--- src/hdl/cache_pkg.sv ---
package cache_pkg;

    // Organization
    localparam int NUM_WAYS   = 4;
    localparam int NUM_SETS   = 4;
    localparam int LINE_BYTES = 16;

    // Physical address split: tag 14..7, index 6..5, offset 4..0
    localparam int PADDR_W   = 15;
    localparam int TAG_W     = 8;
    localparam int INDEX_W   = 2;
    localparam int OFFSET_W  = 5;
    localparam int INDEX_LSB = OFFSET_W;
    localparam int TAG_LSB   = OFFSET_W + INDEX_W;

    typedef logic [PADDR_W-1:0]           paddr_t;
    typedef logic [TAG_W-1:0]             tag_t;
    typedef logic [INDEX_W-1:0]           index_t;
    typedef logic [$clog2(NUM_WAYS)-1:0]  way_id_t;
    typedef logic [NUM_WAYS-1:0]          way_vec_t;
    typedef logic [LINE_BYTES*8-1:0]      line_t;
    typedef logic [LINE_BYTES-1:0]        byte_mask_t;

    // LRU age, 0 is most recently used
    typedef logic [$clog2(NUM_WAYS)-1:0]  age_t;

    typedef struct packed {
        paddr_t     addr;
        logic       write;
        line_t      data;
        byte_mask_t byte_mask;
    } cache_req_t;

    typedef struct packed {
        paddr_t addr;
        line_t  line;
    } cache_fill_t;

    // ext_addr is the victim line on writeback, the request line otherwise
    typedef struct packed {
        logic   hit;
        logic   miss;
        logic   writeback;
        logic   fetch;
        line_t  line;
        paddr_t ext_addr;
    } cache_resp_t;

endpackage
--- src/hdl/cache_lru.sv ---
`timescale 1ns/1ps

module cache_lru (
    input  logic                clk,
    input  logic                rst_n,
    input  cache_pkg::index_t   index,
    input  cache_pkg::way_vec_t valid_vec,
    input  cache_pkg::index_t   fill_index,
    input  cache_pkg::way_vec_t fill_valid_vec,
    input  logic                touch,
    input  cache_pkg::way_id_t  touch_way,
    input  logic                fill_en,
    output cache_pkg::way_id_t  victim,
    output cache_pkg::way_id_t  fill_victim
);

    typedef cache_pkg::age_t [cache_pkg::NUM_WAYS-1:0] age_vec_t;

    age_vec_t ages_q [cache_pkg::NUM_SETS];

    // Lowest invalid way, else the oldest way with the lowest number on a tie
    function automatic cache_pkg::way_id_t pick_victim(
        input cache_pkg::way_vec_t vld,
        input age_vec_t            ages
    );
        cache_pkg::way_id_t v;
        cache_pkg::age_t    oldest;
        v      = '0;
        oldest = ages[0];
        for (int w = 1; w < cache_pkg::NUM_WAYS; w++) begin
            if (ages[w] > oldest) begin
                oldest = ages[w];
                v      = cache_pkg::way_id_t'(w);
            end
        end
        for (int w = cache_pkg::NUM_WAYS - 1; w >= 0; w--) begin
            if (!vld[w]) begin
                v = cache_pkg::way_id_t'(w);
            end
        end
        return v;
    endfunction

    // Touched way becomes youngest, younger ways age by one
    function automatic age_vec_t touch_ages(
        input age_vec_t           ages,
        input cache_pkg::way_id_t way
    );
        age_vec_t        next;
        cache_pkg::age_t old;
        next = ages;
        old  = ages[way];
        for (int w = 0; w < cache_pkg::NUM_WAYS; w++) begin
            if (ages[w] < old) begin
                next[w] = ages[w] + 1'b1;
            end
        end
        next[way] = '0;
        return next;
    endfunction

    assign victim      = pick_victim(valid_vec, ages_q[index]);
    assign fill_victim = pick_victim(fill_valid_vec, ages_q[fill_index]);

    always_ff @(posedge clk) begin
        if (!rst_n) begin
            for (int s = 0; s < cache_pkg::NUM_SETS; s++) begin
                ages_q[s] <= '0;
            end
        end else begin
            for (int s = 0; s < cache_pkg::NUM_SETS; s++) begin
                if (fill_en && fill_index == cache_pkg::index_t'(s)) begin
                    ages_q[s] <= touch_ages(ages_q[s], fill_victim);
                end else if (touch && index == cache_pkg::index_t'(s)) begin
                    ages_q[s] <= touch_ages(ages_q[s], touch_way);
                end
            end
        end
    end

endmodule

--- config.mk ---
export PLATFORM = sky130hd
export DESIGN_NAME = cache_lru
export DESIGN_NICKNAME = d
export VERILOG_FILES = /design/src/hdl/cache_pkg.sv /design/src/hdl/cache_lru.sv
export SDC_FILE = /design/constraint.sdc
export NUM_CORES = 1
export LEC_CHECK = 0
export ABC_AREA = 0
export BUFFER_PORTS_ARGS = -buffer_cell sky130_fd_sc_hd__buf_4
export CAP_MARGIN = 20
export CELL_PAD_IN_SITES_DETAIL_PLACEMENT = 0
export CELL_PAD_IN_SITES_GLOBAL_PLACEMENT = 1
export CORE_UTILIZATION = 40
export DETAILED_ROUTE_END_ITERATION = 16
export PLACE_DENSITY_LB_ADDON = 0.1
export SETUP_SLACK_MARGIN = 0.1
export SLEW_MARGIN = 40
export SYNTH_ARGS = -nofsm -noshare
export SYNTH_HDL_FRONTEND = slang
export SYNTH_SLANG_ARGS = --single-unit
--- constraint.sdc ---
create_clock -name clk -period 5.97 [get_ports clk]
set_input_delay 0.597 -clock clk [delete_from_list [all_inputs] [get_ports clk]]
set_output_delay 0.597 -clock clk [all_outputs]
set_load 0.02 [all_outputs]
==> impl_metrics.toml <==
[sta]
hold_slack_ns = 0.779
slew_viol_final = 0
finalSetupViolCount = 0
finalCritPeriodShare_pct = 93.1
tightest_slew_ns = 0.789
grt_setup_unrepaired = "no"
min_period_ns = 5.56
relSlewSlack_pct = 47.0
skew_ns = 0.00817
clock.fmax_mhz = 180
finalHoldViolations = 0

[route]
ant_nets = 0
viasPerCell = 6.41
vias = 4641
first_iter_violations = 362
drt_wl_total_mm = 15.9
drc = 0
firstDrtPassIters = 6
detail_route.wl_per_cell_um = 22.0

[synthesis]
netlist_area_sq_um = 4730
ys_seq_area_share_pct = 20.3
synth.avg_cell_area_sq_um = 8.43
yosysWarnings = 0
synth_top_area_share_pct = 20.3
synth_edf_count = 32
synth-seq-cells = 32
synth_top_area_cell = "edfxtp_1"
synth.distinct_cells = 72
netlist_instances = 561
netlist_top_cells_area = "edfxtp_1 20%, ha_1 12%, mux4_2 10%"
syn-num-nets = 623
async_reset_ff_share_pct = 0
synth-main-ff-cell = "edfxtp_1"

[final_layout]
diodes = 0
regMostFlops = "ages_q"
syn_to_final_growth_pct = 12.6
final_cell_mix = "57 x nand2_1, 55 x nor2_1, 52 x buf_4"
largestRegisters = "ages_q x32"
layout_commonest_cell = "nand2_1"
drive_gt1_share_pct = 17.0
largest_reg_flops = 32
fin_util_pct = 46.4
layout.nets = 643

[clock_network]
clkTransAtPathRegs_ns = 0.06
root_buffer = "clkbuf_16"
clock_sinks = 32
cts_tree = "yes"
ctsHtreeMaxLevel = 2
cts_buffer_depth = 2
cts_inserted_buffers = 5
clk_latency_ns = 0.29

[die]
io_pins = 22
start_util_pct = 41.2
die_x_um = 111
core_sq_um = 11500
rows = 39
die_y_um = 111
die-area_sq_um = 12300

[worst_setup_path]
required_ns = 6.10
critPathLaunchType = "flop"
endpoint_kind = "flop"
path_class = "reg2reg"
r2r_slack_ns = 0.41
arrival_ns = 5.69
cp_max_fo = 6

[power]
p_switching_mw = 0.440
power.internal_mw = 0.643
p_clk_share_pct = 23.9
seqPwrFrac_pct = 27.6
combPwrFrac_pct = 48.4
switching_share_pct = 40.6
irDropWorstVdd_mv = 0.101
power.leakage_nw = 2.07
p_per_area_nw_per_um2 = 203

[global_route]
grt_first_pass_wirelength_mm = 25.0
antenna_found_initial = 1
grt_pass1_vias = 4459
grt.overflow.total = 0
grt_max_degree = 24
grt_usage_pct = 26.6

[worst_hold_path]
worstHoldPathType = "reg2reg"

[placement]
gp_congestion = 0.894
dp_hpwl_mm = 12.0
io_buffers = 21

[flow_run]
drv_cap = 0

[run_status]
status = "completed"
[area by class of cell]
| cell class | instances | area, sq um |
|---|---|---|
| Timing Repair Buffer | 52 | 390 |
| Fill cell | 1107 | 6140 |
| Clock inverter | 2 | 7.51 |
| Clock buffer | 5 | 125 |
| Sequential cell | 32 | 961 |
| Multi-Input combinational cell | 459 | 3550 |
| Inverter | 31 | 116 |
| Tap cell | 143 | 179 |
[per-stage QoR]
| step | std cells | instance area, sq um | TNS, ns | power (mW) | setup slack [ns] |
|---|---|---|---|---|---|
| finish | 724 | 5330 | 0 | 1.08 | 0.412 |
| global placement | 715 | 5130 | 0 | 0.803 | 0.0128 |
| detailed placement | 715 | 5140 | -0.180 | 0.813 | -0.0657 |
| CTS | 722 | 5270 | 0 | 1.07 | 0.117 |
| global route | 724 | 5330 | 0 | 1.15 | 0.133 |
| floorplan | 561 | 4730 | 0 | 0.662 | 0.102 |
[power groups by stage]
stage	Combinational [mW]	Sequential (mW)	Clock, mW
3_3_place_gp	0.499	0.304	0
4_1_cts	0.512	0.299	0.261
6_report	0.525	0.299	0.259
3_5_place_dp	0.509	0.304	0
2_1_floorplan	0.376	0.286	0
5_1_grt	0.585	0.302	0.268
[synth_stat cells, drive strengths merged (3+ instances only)]
cell,count
o311a,4
o2111ai,4
nor3b,3
and2,6
nand2,57
nor2,55
o22ai,3
o22a,5
and3,5
nor4,4
nand3,22
o32ai,3
edfxtp,32
nand3b,4
a211o,8
o31ai,5
mux2,6
or3,11
inv,31
mux2i,6
a31oi,8
a41oi,4
a2111oi,5
nor3,8
mux4,22
or2,3
clkbuf,28
maj3,3
a21o,4
a21oi,25
xor2,8
o211ai,6
ha,44
buf,11
xnor2,13
o31a,3
nand2b,5
o221ai,7
nor2b,8
a211oi,6
o21ai,32
a21boi,4
[logic make-up after synthesis]
kind of cell | after synthesis | share of synthesized area, %
xor+xnor | 21 | 3.89
mux | 34 | 13.2
simple gates | 198 | 20.1
compound gates | 159 | 24.5
buf+inv | 70 | 5.74
fa+ha+maj | 47 | 12.3
flops | 32 | 20.3
[worst max-delay path: stages (launching register included)]
cell      delay (ns)
edfxtp_1        0.49
mux4_2          0.50
inv_1           0.07
ha_1            0.23
o21ba_1         0.20
or2_0           0.26
nand2_1         0.08
o21ai_0         0.11
ha_1            0.29
nand2b_1        0.10
nand2_1         0.16
mux2_2          0.35
ha_1            0.27
and3_1          0.20
a21o_1          0.26
a41oi_4         0.31
o22a_1          0.22
o221ai_2        0.15
ha_1            0.25
or3_1           0.40
o32ai_1         0.20
nand3b_1        0.11
a31oi_1         0.17
[layer usage]
metal / global-route usage, % / up-vias / share of wire, %
met2: 42.6 / 161 / 47
met3: 3.72 / 26 / 6.9
li1: - / 2189 / -
met5: 0 / - / 0.082
met4: 8.71 / 2 / 2.1
met1: 36.9 / 2263 / 44
[final timing paths]
path / from / to / cells after the start
setup reg to reg: ages_q[1][3] / ages_q[0][7] / 22
hold reg to reg: ages_q[1][4] / ages_q[1][4] / 1
setup / recovery: ages_q[1][3] / ages_q[0][7] / 22
hold / removal: ages_q[1][4] / ages_q[1][4] / 1
[repair_timing]
action | in CTS | in global routing
gates resized for setup | 0 | 6
buffers inserted | 0 | 2
endpoints found under the setup margin | 0 | 23
hold buffers | 0 | 0
(Power assumes the default switching activity.)
