## config.mk

```make
export PLATFORM = sky130hd
export DESIGN_NAME = cache_hit_merge
export DESIGN_NICKNAME = d
export VERILOG_FILES = /design/src/hdl/cache_pkg.sv /design/src/hdl/cache_hit_merge.sv
export SDC_FILE = /design/constraint.sdc
export NUM_CORES = 1
export LEC_CHECK = 0
export ABC_AREA = 1
export BUFFER_PORTS_ARGS = -buffer_cell sky130_fd_sc_hd__buf_2
export CAP_MARGIN = 20
export CORE_AREA = 2 2 339 341
export DETAILED_ROUTE_END_ITERATION = 8
export DIE_AREA = 0 0 341 343
export GPL_TIMING_DRIVEN = 0
export SLEW_MARGIN = 20
export SYNTH_ARGS = -nofsm -noshare
export SYNTH_HDL_FRONTEND = slang
export SYNTH_SLANG_ARGS = --single-unit
```

## constraint.sdc

```tcl
create_clock -name clk -period 4.9 [get_ports clk]
set_input_delay 0.98 -clock clk [delete_from_list [all_inputs] [get_ports clk]]
set_output_delay 0.98 -clock clk [all_outputs]
set_load 0.01 [all_outputs]
```

## src/hdl/cache_pkg.sv

```systemverilog
package cache_pkg;

    // Organization
    localparam int NUM_WAYS   = 4;
    localparam int NUM_SETS   = 4;
    localparam int LINE_BYTES = 16;

    // Physical address split: tag 14..7, index 6..5, offset 4..0
    localparam int PADDR_W   = 15;
    localparam int TAG_W     = 8;
    localparam int INDEX_W   = 2;
    localparam int OFFSET_W  = 5;
    localparam int INDEX_LSB = OFFSET_W;
    localparam int TAG_LSB   = OFFSET_W + INDEX_W;

    typedef logic [PADDR_W-1:0]           paddr_t;
    typedef logic [TAG_W-1:0]             tag_t;
    typedef logic [INDEX_W-1:0]           index_t;
    typedef logic [$clog2(NUM_WAYS)-1:0]  way_id_t;
    typedef logic [NUM_WAYS-1:0]          way_vec_t;
    typedef logic [LINE_BYTES*8-1:0]      line_t;
    typedef logic [LINE_BYTES-1:0]        byte_mask_t;

    // LRU age, 0 is most recently used
    typedef logic [$clog2(NUM_WAYS)-1:0]  age_t;

    typedef struct packed {
        paddr_t     addr;
        logic       write;
        line_t      data;
        byte_mask_t byte_mask;
    } cache_req_t;

    typedef struct packed {
        paddr_t addr;
        line_t  line;
    } cache_fill_t;

    // ext_addr is the victim line on writeback, the request line otherwise
    typedef struct packed {
        logic   hit;
        logic   miss;
        logic   writeback;
        logic   fetch;
        line_t  line;
        paddr_t ext_addr;
    } cache_resp_t;

endpackage
```

## src/hdl/cache_hit_merge.sv

```systemverilog
`timescale 1ns/1ps

module cache_hit_merge (
    input  logic                  clk,
    input  logic                  rst_n,
    input  logic                  pend_valid,
    input  cache_pkg::cache_req_t pend,
    input  cache_pkg::way_vec_t   hits,
    input  cache_pkg::line_t      lines [cache_pkg::NUM_WAYS],
    input  cache_pkg::way_vec_t   dirties,
    input  cache_pkg::tag_t       tags [cache_pkg::NUM_WAYS],
    input  cache_pkg::way_id_t    victim,
    input  logic                  mshr_full,
    output logic                  stall,
    output cache_pkg::way_vec_t   write_en,
    output logic                  touch,
    output cache_pkg::way_id_t    touch_way,
    output logic                  resp_valid,
    output cache_pkg::cache_resp_t resp
);

    logic                   any_hit;
    logic                   miss;
    logic                   victim_dirty;
    logic                   accept;
    cache_pkg::way_id_t     hit_way;
    cache_pkg::tag_t        req_tag;
    cache_pkg::index_t      req_index;
    cache_pkg::cache_resp_t resp_d;

    assign req_tag   = pend.addr[cache_pkg::TAG_LSB +: cache_pkg::TAG_W];
    assign req_index = pend.addr[cache_pkg::INDEX_LSB +: cache_pkg::INDEX_W];

    // One-hot hits in practice, lowest way wins anyway
    always_comb begin
        hit_way = '0;
        for (int w = cache_pkg::NUM_WAYS - 1; w >= 0; w--) begin
            if (hits[w]) begin
                hit_way = cache_pkg::way_id_t'(w);
            end
        end
    end

    assign any_hit      = |hits;
    assign miss         = pend_valid && !any_hit;
    assign victim_dirty = dirties[victim];

    // Miss with no room in the miss queue holds the pending request
    assign stall  = miss && mshr_full;
    assign accept = pend_valid && !stall;

    // Hits never stall, so the write lands with the response
    assign write_en  = (pend_valid && pend.write) ? hits : '0;
    assign touch     = pend_valid && any_hit;
    assign touch_way = hit_way;

    always_comb begin
        resp_d.hit       = any_hit;
        resp_d.miss      = !any_hit;
        resp_d.writeback = !any_hit && victim_dirty;
        resp_d.fetch     = !any_hit && !victim_dirty;
        // Miss carries the victim line, used as write-back data
        // Write hits return the line as it was before the merge
        resp_d.line      = any_hit ? lines[hit_way] : lines[victim];
        if (resp_d.writeback) begin
            resp_d.ext_addr = {tags[victim], req_index, {cache_pkg::OFFSET_W{1'b0}}};
        end else begin
            resp_d.ext_addr = {req_tag, req_index, {cache_pkg::OFFSET_W{1'b0}}};
        end
    end

    always_ff @(posedge clk) begin
        if (!rst_n) begin
            resp_valid <= 1'b0;
        end else begin
            resp_valid <= accept;
        end
    end

    always_ff @(posedge clk) begin
        if (accept) begin
            resp <= resp_d;
        end
    end

endmodule

```

==> flow_metrics.env <==
export IMPL_place_area_mm2=0.0219
export IMPL_drc=0
export IMPL_grt_antenna_before_repair=62
export IMPL_power_density_mw_per_mm2=219
export IMPL_drv_cap=0
export IMPL_critPathRequiredTime_ns=3.92
export IMPL_antenna_left=0
export IMPL_holdPathStages=1
export IMPL_worst_setup_path_type="in2out"
export IMPL_die_h_um=343
export IMPL_io_buffer_count=719
export IMPL_clockRootBuffer="clkbuf_16"
export IMPL_cts_htree_levels=4
export IMPL_synth_top_family_by_area="simple AND/OR/NAND/NOR gates"
export IMPL_critPathLaunchType="input pin"
export IMPL_synth_area_mm2=0.0163
export IMPL_wirelength_um=119000
export IMPL_fin_util_pct=19.8
export IMPL_viasPerCell=4.50
export IMPL_yosys_register_bits=143
export IMPL_cts_tree="yes"
export IMPL_place_hpwl_um=95000
export IMPL_routabilityCongestion=0.976
export IMPL_slowest_delay_ns=0.45
export IMPL_die_area_mm2=0.117
export IMPL_dieWidth_um=341
export IMPL_clkPwrFrac_pct=29.4
export IMPL_grt_remaining_overflow=0
export IMPL_synthCells=2914
export IMPL_vdd_drop_max_v=0.000286
export IMPL_max_slew_margin_pct=23.4
export IMPL_yosys_warnings=0
export IMPL_pwr_share_seq_pct=31.9
export IMPL_layout_min_cycle_time_ns=3.86
export IMPL_ios=874
export IMPL_global_route_usage_total_pct=19.7
export IMPL_p_leak_uw=0.0125
export IMPL_design_area_mm2=0.0225
export IMPL_ys_seq_area_share_pct=26.3
export IMPL_max_freq_mhz=259
export IMPL_ys_types=21
export IMPL_grt_pass1_vias=21800
export IMPL_p_comb_share_pct=38.7
export IMPL_setup_viol=0
export IMPL_drive_gt1_share_pct=24.0
export IMPL_synth_xor_area_share_pct=0
export IMPL_core_area_mm2=0.113
export IMPL_hold_start="pend[150]"
export IMPL_cts_buffer_depth=2
export IMPL_end_kind="output pin"
export IMPL_drt_pass1_iter_count=6
export IMPL_slew_violations=0
export IMPL_synth_adder_area_share_pct=0
export IMPL_clock_sinks=143
export IMPL_drt_iter0_drc=2248
export IMPL_sw_frac_of_total_pct=41.4
export IMPL_critPathSlowestCell="nor3_4"
export IMPL_crit_chain="buf_2 -> nor2_1 -> inv_2 -> nor3_4 -> inv_2 -> clkbuf_1 -> nor3_1 -> buf_2"
export IMPL_rsz0062_at_grt="no"
export IMPL_synthMuxAreaShare_pct=0
export IMPL_holdBufCountCts=0
export IMPL_via_count=23400
export IMPL_cp_max_fo=10
export IMPL_syn_to_final_growth_pct=38.2
export IMPL_synth_compound_area_share_pct=16.7
export IMPL_hold_ws_ns=0.623
export IMPL_wl_per_cell_um=22.8
export IMPL_yosys_area_share_simple_pct=37.9
export IMPL_avgSynthCellArea_um2=5.59
export IMPL_status="completed"
export IMPL_post_route_period_util_pct=78.7
export IMPL_initial_core_util_pct=14.4
export IMPL_post_cts_buffers=0
export IMPL_hold_violations=0
export IMPL_grt_pass1_wl_um=163000
export IMPL_worstMarginPinSlew_ns=1.15
export IMPL_p_int_uw=2880
export IMPL_fin_nets=4377
export IMPL_grt_start_max_net_pins=74
export IMPL_postCtsResizedCells=0
export IMPL_hold_end="resp[5]"
export IMPL_p_sw_uw=2030
export IMPL_row_count=124
export IMPL_crit_arrival_ns=2.88
export IMPL_cts_buffers=17
export IMPL_clk_pin_slew_ns=0.06
export IMPL_hp_class="in2reg"
## registers in the layout (all words and copies together) (netlist names)
| signal | flops |
|---|---|
| resp_valid | 1 |
| resp | 142 |
## layout make-up
| class | count | area, um2 |
|---|---|---|
| fillers | 13200 | 90900 |
| multi-input cells | 2014 | 8910 |
| flip-flops and latches | 143 | 4280 |
| repair buffers | 722 | 3670 |
| inverters | 526 | 1980 |
| well taps | 1512 | 1890 |
| plain buffers | 235 | 1130 |
| clock buffers | 19 | 433 |
| clock inverters | 12 | 121 |
| diodes | 30 | 75.1 |
## power groups by stage
stage / Combinational, uW / Clock, uW / Sequential, uW
2_1_floorplan: 850 / 0 / 1680
3_3_place_gp: 1870 / 0 / 1610
3_5_place_dp: 1880 / 0 / 1600
4_1_cts: 1890 / 1510 / 1570
5_1_grt: 2080 / 1520 / 1580
6_report: 1900 / 1440 / 1570
## synth_stat cells (all sizes together)
| cell type | instances | area (um2) |
|---|---|---|
| nand2 | 929 | 3490 |
| inv | 526 | 1970 |
| nand3 | 513 | 2570 |
| o21ai | 275 | 1380 |
| a21oi | 256 | 1280 |
| edfxtp | 142 | 4260 |
| buf | 136 | 757 |
| clkbuf | 99 | 372 |
| nor2 | 25 | 93.8 |
| o22ai | 8 | 50.1 |
| nor3 | 3 | 26.3 |
| conb | 1 | 3.75 |
| dfxtp | 1 | 20.0 |
## cells in the final DEF (no fill, tap or decap), drive strengths merged
| cell | count |
|---|---|
| a21oi | 256 |
| buf | 858 |
| bufinv | 2 |
| clkbuf | 118 |
| clkinv | 6 |
| clkinvlp | 4 |
| conb | 5 |
| dfxtp | 1 |
| diode | 30 |
| edfxtp | 142 |
| inv | 526 |
| nand2 | 929 |
| nand3 | 513 |
| nor2 | 25 |
| nor3 | 3 |
| o21ai | 275 |
| o22ai | 8 |
## worst max-delay path: cells and delay by family
kind,cells,cell delay [ns]
buffers and inverters,5,1.00
and+or+nand+nor,3,0.89
## metal layers
layer	routed length [um]	share of wire, %	up-vias	track usage (%)
li1	-	-	10800	-
met1	49000	41	10900	25.1
met2	51600	43	1511	30.1
met3	13200	11	248	6.39
met4	4970	4.2	44	8.84
met5	275	0.23	-	0
## cell families after synthesis
family	after synthesis
other	1
flip-flops	143
buffers and inverters	761
AND/OR/NAND/NOR	1470
AO/OA/AOI/OAI	539
## stage by stage
| stage | TNS [ns] | setup WS, ns | cells | total power, uW |
|---|---|---|---|---|
| 5_1_grt | 0 | 0.894 | 5199 | 5190 |
| 4_1_cts | 0 | 1.04 | 5183 | 4970 |
| 6_report | 0 | 1.04 | 5213 | 4920 |
| 3_3_place_gp | -425.75 | -3.07 | 5149 | 3480 |
| 3_5_place_dp | 0 | 0.758 | 5152 | 3480 |
| 2_1_floorplan | 0 | 0.181 | 2918 | 2530 |
## worst max path at each step
stage / startpoint / to
6_report: hits[3] / stall
3_5_place_dp: hits[2] / resp[57]
2_1_floorplan: hits[2] / resp[100]
4_1_cts: hits[3] / stall
3_3_place_gp: hits[3] / resp[57]
5_1_grt: hits[3] / stall
No activity file was read; power rests on OpenSTA's default activity.
