`config.mk`:
```
export PLATFORM = sky130hd
export DESIGN_NAME = cache_way
export DESIGN_NICKNAME = d
export VERILOG_FILES = /design/src/hdl/cache_pkg.sv /design/src/hdl/cache_way.sv
export SDC_FILE = /design/constraint.sdc
export NUM_CORES = 1
export LEC_CHECK = 0
export BUFFER_PORTS_ARGS = -buffer_cell sky130_fd_sc_hd__clkbuf_2
export CAP_MARGIN = 20
export CORE_MARGIN = 4
export CORE_UTILIZATION = 52
export CTS_CLUSTER_DIAMETER = 120
export DETAILED_ROUTE_END_ITERATION = 7
export MAX_ROUTING_LAYER = met4
export PLACE_DENSITY_LB_ADDON = 0.15
export SLEW_MARGIN = 20
export SYNTH_ARGS = -nofsm -noshare
export SYNTH_HDL_FRONTEND = slang
export SYNTH_SLANG_ARGS = --single-unit
```
`constraint.sdc`:
```
create_clock -name clk -period 4.3 [get_ports clk]
set_input_delay 0 -clock clk [delete_from_list [all_inputs] [get_ports clk]]
set_output_delay 0 -clock clk [all_outputs]
set_load 0.01 [all_outputs]
```
`src/hdl/cache_pkg.sv`:
```
package cache_pkg;

    // Organization
    localparam int NUM_WAYS   = 4;
    localparam int NUM_SETS   = 4;
    localparam int LINE_BYTES = 16;

    // Physical address split: tag 14..7, index 6..5, offset 4..0
    localparam int PADDR_W   = 15;
    localparam int TAG_W     = 8;
    localparam int INDEX_W   = 2;
    localparam int OFFSET_W  = 5;
    localparam int INDEX_LSB = OFFSET_W;
    localparam int TAG_LSB   = OFFSET_W + INDEX_W;

    typedef logic [PADDR_W-1:0]           paddr_t;
    typedef logic [TAG_W-1:0]             tag_t;
    typedef logic [INDEX_W-1:0]           index_t;
    typedef logic [$clog2(NUM_WAYS)-1:0]  way_id_t;
    typedef logic [NUM_WAYS-1:0]          way_vec_t;
    typedef logic [LINE_BYTES*8-1:0]      line_t;
    typedef logic [LINE_BYTES-1:0]        byte_mask_t;

    // LRU age, 0 is most recently used
    typedef logic [$clog2(NUM_WAYS)-1:0]  age_t;

    typedef struct packed {
        paddr_t     addr;
        logic       write;
        line_t      data;
        byte_mask_t byte_mask;
    } cache_req_t;

    typedef struct packed {
        paddr_t addr;
        line_t  line;
    } cache_fill_t;

    // ext_addr is the victim line on writeback, the request line otherwise
    typedef struct packed {
        logic   hit;
        logic   miss;
        logic   writeback;
        logic   fetch;
        line_t  line;
        paddr_t ext_addr;
    } cache_resp_t;

endpackage
```
`src/hdl/cache_way.sv`:
```
`timescale 1ns/1ps

module cache_way (
    input  logic                  clk,
    input  logic                  rst_n,
    input  cache_pkg::index_t     lookup_index,
    input  cache_pkg::tag_t       lookup_tag,
    input  logic                  write_en,
    input  cache_pkg::line_t      write_data,
    input  cache_pkg::byte_mask_t write_mask,
    input  logic                  fill_en,
    input  cache_pkg::index_t     fill_index,
    input  cache_pkg::tag_t       fill_tag,
    input  cache_pkg::line_t      fill_line,
    output logic                  hit,
    output cache_pkg::line_t      line,
    output logic                  dirty,
    output logic                  valid,
    output cache_pkg::tag_t       tag,
    output logic                  fill_set_valid
);

    cache_pkg::tag_t               tags_q  [cache_pkg::NUM_SETS];
    cache_pkg::line_t              lines_q [cache_pkg::NUM_SETS];
    logic [cache_pkg::NUM_SETS-1:0] valid_q;
    logic [cache_pkg::NUM_SETS-1:0] dirty_q;
    cache_pkg::line_t              merged;

    // Read side for the pending set
    assign line  = lines_q[lookup_index];
    assign tag   = tags_q[lookup_index];
    assign valid = valid_q[lookup_index];
    assign dirty = dirty_q[lookup_index];
    assign hit   = valid && (tag == lookup_tag);

    // LRU needs the valid bit of the set being filled
    assign fill_set_valid = valid_q[fill_index];

    // Byte merge of the write data into the stored line
    always_comb begin
        merged = line;
        for (int b = 0; b < cache_pkg::LINE_BYTES; b++) begin
            if (write_mask[b]) begin
                merged[b*8 +: 8] = write_data[b*8 +: 8];
            end
        end
    end

    always_ff @(posedge clk) begin
        if (!rst_n) begin
            valid_q <= '0;
            dirty_q <= '0;
        end else begin
            if (fill_en) begin
                valid_q[fill_index] <= 1'b1;
                dirty_q[fill_index] <= 1'b0;
            end
            if (write_en) begin
                dirty_q[lookup_index] <= 1'b1;
            end
        end
    end

    always_ff @(posedge clk) begin
        if (fill_en) begin
            tags_q[fill_index]  <= fill_tag;
            lines_q[fill_index] <= fill_line;
        end
        if (write_en) begin
            lines_q[lookup_index] <= merged;
        end
    end

endmodule

```
==> load_flow_metrics.sql, run 1 <==
INSERT INTO impl_metrics (metric_group, metric, value, unit) VALUES
('status', 'status', 'completed', ''),
('clock_network', 'cts.sinks', '552', ''),
('logic_synthesis', 'post_synth_instance_area', '27520', 'um2'),
('sta', 'tightest_slew', '1.187', 'ns'),
('clock_network', 'cts-resized-gates', '0', ''),
('sta', 'finalHoldViolations', '0', ''),
('die', 'placeableCoreArea', '52450', 'um2'),
('routing', 'route.detailed.vias_per_inst', '5.717', ''),
('clock_network', 'tritoncts.num_buffers', '59', ''),
('placed_design', 'port_buffers', '435', ''),
('die', 'floorplan.io_pins', '436', ''),
('placed_design', 'dp.final_hpwl', '43.29', 'mm'),
('die', 'die_w', '238.1', 'um'),
('cells_and_area', 'final.fill_count', '3595', ''),
('worst_setup_path', 'worstSetupPathType', 'in2reg', ''),
('logic_synthesis', 'net_count_after_synthesis', '2339', ''),
('worst_setup_path', 'critPathCaptureType', 'register', ''),
('worst_setup_path', 'worst_setup_path_start_kind', 'primary input', ''),
('clock_network', 'path_clk_slew', '0.06', 'ns'),
('logic_synthesis', 'ys_ff_latch', '552', ''),
('die', 'floorplan.die.height', '238.1', 'um'),
('sta', 'unrepaired_setup_endpoints_after_global_routing', 'no', ''),
('placed_design', 'dpl_worst_slack', '1.670', 'ns'),
('sta', 'clock-skew-final', '0.009814', 'ns'),
('cells_and_area', 'finalNetCount', '3097', ''),
('die', 'num_rows', '84', ''),
('power', 'leakagePower', '13.65', 'nW'),
('clock_network', 'clk_path_buf_depth', '3', ''),
('sta', 'period_share', '0.5923', ''),
('global_route', 'grt_antenna_before_repair', '9', ''),
('cells_and_area', 'syn2layout_area_growth', '30.56', '%'),
('global_route', 'first_pass_grt_wire_length', '117.0', 'mm'),
('die', 'die_ar', '56670', 'um2'),
('logic_synthesis', 'synth-warning-count', '0', ''),
('sta', 'fin_crit', '2.547', 'ns'),
('power', 'worst_ir_drop_vdd', '0.3232', 'mV'),
('global_route', 'maximum_number_of_pins_on_one_net_before_global_route_repair', '184', ''),
('logic_synthesis', 'synth-seq-area-share', '0.5994', ''),
('cells_and_area', 'drive_above_1_share', '0.2707', ''),
('job', 'drv_cap', '0', ''),
('placed_design', 'gp_routability_congestion', '0.7973', ''),
('routing', 'drt_drc_violations_left', '0', ''),
('worst_setup_path', 'arr_time_crit_path', '2.78', 'ns'),
('clock_network', 'ctsRootBufferMaster', 'clkbuf_16', ''),
('routing', 'via_count', '20270', ''),
('logic_synthesis', 'avgSynthCellArea', '13.47', 'um2'),
('sta', 'max_slew_margin', '0.2087', ''),
('routing', 'firstDrtPassIters', '6', ''),
('global_route', 'overflow_after_grt', '0', ''),
('logic_synthesis', 'syn_inst', '2043', ''),
('global_route', 'grt.total_usage', '0.2726', ''),
('routing', 'dr.first_iter.drc_count', '1890', ''),
('worst_setup_path', 'crit_required', '4.53', 'ns'),
('sta', 'final.setup.tns', '0', 'ns'),
('routing', 'drt.antenna.violating_nets', '0', ''),
('clock_network', 'maximum_level_of_the_cts_h_tree', '2', ''),
('die', 'initial_core_util', '0.5247', ''),
('clock_network', 'tritoncts_clock_tree', 'yes', ''),
('global_route', 'grt_pass1_vias', '20750', ''),
('clock_network', 'clkLatencyLatePin', '0.61', 'ns'),
('worst_setup_path', 'critical_path_fanout_max', '41', ''),
('routing', 'routed_wire_length_per_instance', '21.51', 'um'),
('clock_network', 'post_cts.repair.setup_buffers', '0', ''),
('hold_path', 'worstHoldPathType', 'in2reg', ''),
('routing', 'wirelength', '76.26', 'mm'),
('sta', 'clock.fmax', '0.3926', 'GHz'),
('logic_synthesis', 'post_synth_num_cell_types', '27', ''),
('power', 'power.density', '371.5', 'nW/um2'),
('sta', 'report.final.slew_viol_count', '0', ''),
('sta', 'report.final.setup_viol', '0', ''),
('sta', 'final.setup.worst_slack', '1.753', 'ns');
cells by family after synthesis:
group / after synthesis / share of synthesized area
DFF: 552 / 0.5994
and+or+nand+nor: 533 / 0.07411
AOI/OAI and AO/OA: 520 / 0.09529
muxes: 267 / 0.2012
buffers and inverters: 163 / 0.02742
xor gates and xnor gates: 8 / 0.002546
through the flow:
stage          utilization  hold slack (ns)  cell area, um2  power (mW)  std cells
3_3_place_gp        0.5755           0.2158           30180       8.365       3030
2_1_floorplan            -          0.09887           27520       7.749       2043
6_report            0.6851          0.07820           35930       13.35       3545
3_5_place_dp        0.5755           0.2266           30180       8.419       3030
4_1_cts             0.6845          0.04689           35900       13.42       3533
5_1_grt             0.6849          0.08466           35920       13.89       3542
cell usage after synthesis (all sizes together):
cell,count,area (um2)
nand4,1,6.260
or2,2,12.52
inv,3,11.26
a21oi,128,640.6
nor3,1,5.000
o21ai,384,1922
xnor2,8,70.07
nand2,392,1471
a21boi,3,22.52
o21a,5,37.54
nor2b,1,6.260
dfxtp,8,160.2
nand3,3,15.01
buf,79,439.2
mux2i,128,2407
mux4,139,3131
nor2,128,480.5
clkbuf,81,304.0
nor3b,2,20.02
edfxtp,544,16340
nand3b,3,22.52
cell type report:
| class | count | area, um2 | area share |
|---|---|---|---|
| clock buffers | 84 | 1610 | 0.04482 |
| clock inverters | 21 | 125.1 | 0.003482 |
| diodes | 12 | 30.03 | 0.0008358 |
| multi-input cells | 1328 | 10310 | 0.2871 |
| repair buffers | 857 | 6482 | 0.1804 |
| inverters | 3 | 11.26 | 0.0003134 |
| flip-flops and latches | 552 | 16500 | 0.4591 |
| well taps | 688 | 860.8 | 0.02396 |
cell usage in the layout, fill, tap and decap left out:
master         instances
a21boi_0               2
a21boi_1               1
a21oi_1              128
buf_12                10
buf_4                 14
buf_6                  1
buf_8                  1
bufinv_16              1
clkbuf_1              21
clkbuf_16             59
clkbuf_2             433
clkbuf_8               4
clkinv_1               9
clkinv_2               9
clkinvlp_4             1
dfxtp_1                8
diode_2               12
dlygate4sd3_1        398
edfxtp_1             544
inv_1                  3
inv_6                  1
mux2i_1               38
mux2i_4               90
mux4_2               139
nand2_1              389
nand2_4                3
nand3_1                2
nand3_4                1
nand3b_1               3
nand4_1                1
nor2_1               128
nor2b_1                1
nor3_1                 1
nor3b_1                1
nor3b_4                1
o21a_1                 5
o21ai_1              384
or2_2                  1
or2_4                  1
xnor2_1                8
state kept, by name, indices dropped and copies added, names as in the netlist:
name,flops
tags_q,32
valid_q,4
dirty_q,4
lines_q,512
report_power, final:
| group | switching (mW) | internal, mW | total, mW |
|---|---|---|---|
| Combinational | 1.24 | 1.04 | 2.29 |
| Clock | 2.04 | 2.64 | 4.68 |
| Sequential | 0.0685 | 6.31 | 6.38 |
worst max-delay path, stage by stage:
cell           delay, ns
dlygate4sd3_1       0.53
clkbuf_2            0.15
nor3b_1             0.22
dlygate4sd3_1       0.65
buf_4               0.17
or2_4               0.38
buf_4               0.63
timing repair:
item                                    CTS  global route
endpoints found under the setup margin    0             0
hold buffers                            398             0
hold endpoints to repair                560             0
worst paths after layout:
check                    to  slack [ns]           from  depth (start not counted)
max          lines_q[0][81]        1.75  fill_index[1]                          7
min           lines_q[3][1]        0.08       write_en                          3
max reg2reg   lines_q[2][9]        2.06  lines_q[2][9]                          4
min reg2reg      dirty_q[2]        0.46     dirty_q[2]                          2
layer usage:
metal / wire length, um / part of all wire / GRT usage
met5: 0 / 0 / -
met1: 29850 / 0.39 / 0.3498
met4: 2153 / 0.028 / 0.08056
met3: 6205 / 0.081 / 0.04982
met2: 38050 / 0.50 / 0.4509
Power figures use the tool's default switching activity.
==> inputs of run 2 (changes only) <==
Settings changed: ABC_AREA from default to 1.
Clock period 4.3 ns to 2.1 ns, I/O delays scaled along.
==> load_flow_metrics.sql, run 2 <==
INSERT INTO impl_metrics (metric_group, metric, value, unit) VALUES
('cells_and_area', 'final_cell_mix', '544 x edfxtp_1, 540 x nand2_1, 435 x clkbuf_2', ''),
('worst_setup_path', 'critical_path_fanout_max', '4', ''),
('routing', 'firstDrtPassIters', '7', ''),
('logic_synthesis', 'synth-seq-area-share', '0.5931', ''),
('clock_network', 'clkLatencyLatePin', '0.61', 'ns'),
('clock_network', 'tritoncts.num_buffers', '57', ''),
('global_route', 'grt_pass1_vias', '25370', ''),
('clock_network', 'path_clk_slew', '0.06', 'ns'),
('power', 'power.density', '745.3', 'nW/um2'),
('status', 'status', 'completed', ''),
('logic_synthesis', 'synth-edff-count', '544', ''),
('logic_synthesis', 'synth_commonest_cells', '544 x edfxtp_1, 544 x nand2_1, 395 x nand3_1', ''),
('routing', 'dr.first_iter.drc_count', '2548', ''),
('placed_design', 'port_buffers', '435', ''),
('routing', 'wirelength', '91.22', 'mm'),
('logic_synthesis', 'top_area_cell_type_share_of_the_netlist_area', '0.5873', ''),
('sta', 'clock.fmax', '0.5137', 'GHz'),
('clock_network', 'ctsRootBufferMaster', 'clkbuf_16', ''),
('cells_and_area', 'largest_reg_flops', '512', ''),
('sta', 'report.final.setup_viol', '0', ''),
('clock_network', 'maximum_level_of_the_cts_h_tree', '2', ''),
('die', 'floorplan.die.height', '239.3', 'um'),
('worst_setup_path', 'crit_required', '2.45', 'ns'),
('job', 'drv_cap', '0', ''),
('global_route', 'overflow_after_grt', '0', ''),
('logic_synthesis', 'synth-warning-count', '0', ''),
('logic_synthesis', 'ys_ff_latch', '552', ''),
('clock_network', 'clk_path_buf_depth', '3', ''),
('placed_design', 'dp.final_hpwl', '54.70', 'mm'),
('sta', 'unrepaired_setup_endpoints_after_global_routing', 'no', ''),
('power', 'total_power', '27.44', 'mW'),
('power', 'worst_ir_drop_vdd', '0.6368', 'mV'),
('global_route', 'maximum_number_of_pins_on_one_net_before_global_route_repair', '129', ''),
('die', 'die_w', '239.3', 'um'),
('cells_and_area', 'final_core_utilization', '0.6979', ''),
('routing', 'drt.antenna.violating_nets', '0', ''),
('routing', 'routed_wire_length_per_instance', '20.92', 'um'),
('cells_and_area', 'syn2layout_area_growth', '32.38', '%'),
('die', 'floorplan.io_pins', '436', ''),
('global_route', 'grt.total_usage', '0.3178', ''),
('routing', 'drt_drc_violations_left', '0', ''),
('logic_synthesis', 'synth_top_cell_by_area', 'edfxtp_1', ''),
('clock_network', 'cts.sinks', '552', ''),
('sta', 'max_slew_margin', '0.5058', ''),
('cells_and_area', 'most_frequent_standard_cell_in_the_layout_excluding_fill_and_tap_cells', 'edfxtp_1', ''),
('global_route', 'first_pass_grt_wire_length', '138.3', 'mm'),
('cells_and_area', 'stdcell_area', '36820', 'um2'),
('sta', 'finalHoldViolations', '0', ''),
('logic_synthesis', 'synth_async_sr_flop_share', '0', ''),
('logic_synthesis', 'post_synth_instance_area', '27810', 'um2'),
('cells_and_area', 'top_register', 'lines_q', ''),
('cells_and_area', 'finalNetCount', '3922', ''),
('logic_synthesis', 'post_synth_num_cell_types', '30', ''),
('placed_design', 'gp_routability_congestion', '0.8794', ''),
('logic_synthesis', 'net_count_after_synthesis', '3149', ''),
('sta', 'tightest_slew', '0.7413', 'ns'),
('logic_synthesis', 'synth_top_cells_by_area', 'edfxtp_1 59%, nand2_1 7.3%, nand3_1 7.1%', ''),
('global_route', 'grt_antenna_before_repair', '4', ''),
('die', 'placeableCoreArea', '52760', 'um2'),
('die', 'initial_core_util', '0.5272', ''),
('die', 'num_rows', '84', ''),
('routing', 'via_count', '25640', ''),
('cells_and_area', 'drive_above_1_share', '0.1997', ''),
('worst_setup_path', 'arr_time_crit_path', '2.30', 'ns'),
('sta', 'clock-skew-final', '0.008591', 'ns'),
('worst_setup_path', 'critPathCaptureType', 'register', ''),
('logic_synthesis', 'syn_inst', '2853', ''),
('placed_design', 'dp_area', '31100', 'um2'),
('die', 'die_ar', '57250', 'um2'),
('logic_synthesis', 'avgSynthCellArea', '9.749', 'um2'),
('power', 'leakagePower', '14.79', 'nW'),
('worst_setup_path', 'worst_setup_path_start_kind', 'register', ''),
('sta', 'period_share', '0.9269', ''),
('logic_synthesis', 'postSynth.topFlopCell', 'edfxtp_1', ''),
('sta', 'fin_crit', '1.947', 'ns'),
('sta', 'final.setup.tns', '0', 'ns'),
('clock_network', 'cts-resized-gates', '0', ''),
('placed_design', 'dp.cells', '3859', ''),
('cells_and_area', 'fin_cells', '4361', ''),
('hold_path', 'worstHoldPathType', 'in2reg', ''),
('clock_network', 'tritoncts_clock_tree', 'yes', ''),
('sta', 'report.final.slew_viol_count', '0', ''),
('routing', 'route.detailed.vias_per_inst', '5.880', ''),
('cells_and_area', 'top_regs', 'lines_q x512, tags_q x32', ''),
('worst_setup_path', 'worstSetupPathType', 'reg2reg', '');
[run 2: report_power, final]
part           internal (mW)  leakage [nW]  switching, mW  total [mW]
Combinational           1.85          8.77           2.76        4.61
Sequential              12.9          5.17          0.170        13.1
Clock                   5.55         0.849           4.20        9.75
Total                   20.3          14.8           7.13        27.4
[run 2: timing repair]
action	CTS	global route
hold buffers	396	0
endpoints found under the hold margin	568	0
buffers inserted	0	0
[run 2: cell families after synthesis]
| family | after synthesis | share of synthesized area |
|---|---|---|
| xor+xnor | 1 | 0.0003149 |
| flops | 552 | 0.5931 |
| buf+inv | 362 | 0.05551 |
| compound gates | 783 | 0.1644 |
| simple gates | 1155 | 0.1867 |
[run 2: layer usage]
metal | global-route usage | vias up | share of wire
met5 | - | - | 0
met1 | 0.3957 | 12150 | 0.38
met4 | 0.1289 | 0 | 0.037
li1 | - | 11850 | -
met3 | 0.04456 | 225 | 0.088
met2 | 0.5286 | 1415 | 0.49
[run 2: stage by stage]
step / hold WS (ns) / worst slack [ns]
2_1_floorplan: 0.09887 / 0.01233
3_3_place_gp: 0.2232 / 0.2839
3_5_place_dp: 0.2272 / 0.2262
4_1_cts: 0.01802 / 0.2040
5_1_grt: 0.04068 / 0.03375
6_report: 0.05152 / 0.1535
[run 2: final timing paths]
| check | slack [ns] | start | endpoint | cells after the start |
|---|---|---|---|---|
| max | 0.15 | lines_q[3][40] | lines_q[1][40] | 7 |
| min reg2reg | 0.47 | dirty_q[3] | dirty_q[3] | 2 |
| max reg2reg | 0.15 | lines_q[3][40] | lines_q[1][40] | 7 |
| min | 0.05 | fill_index[0] | tags_q[3][3] | 4 |
[run 2: cell type report]
cell class              count  area, um2
clock inverters            22      202.7
diodes                      7      17.52
repair buffers            903       7169
inverters                 173      661.9
flip-flops and latches    552      16500
clock buffers              77       1531
fillers                  3945      15940
well taps                 688      860.8
multi-input cells        1939       9879
[run 2: critical path, cell delays in order (launching register included)]
cell	delay [ns]
edfxtp_1	0.36
inv_1	0.06
nor2_1	0.04
a21oi_1	0.22
nand3_1	0.12
o21ai_1	0.23
o21ai_1	0.11
dlygate4sd3_1	0.57
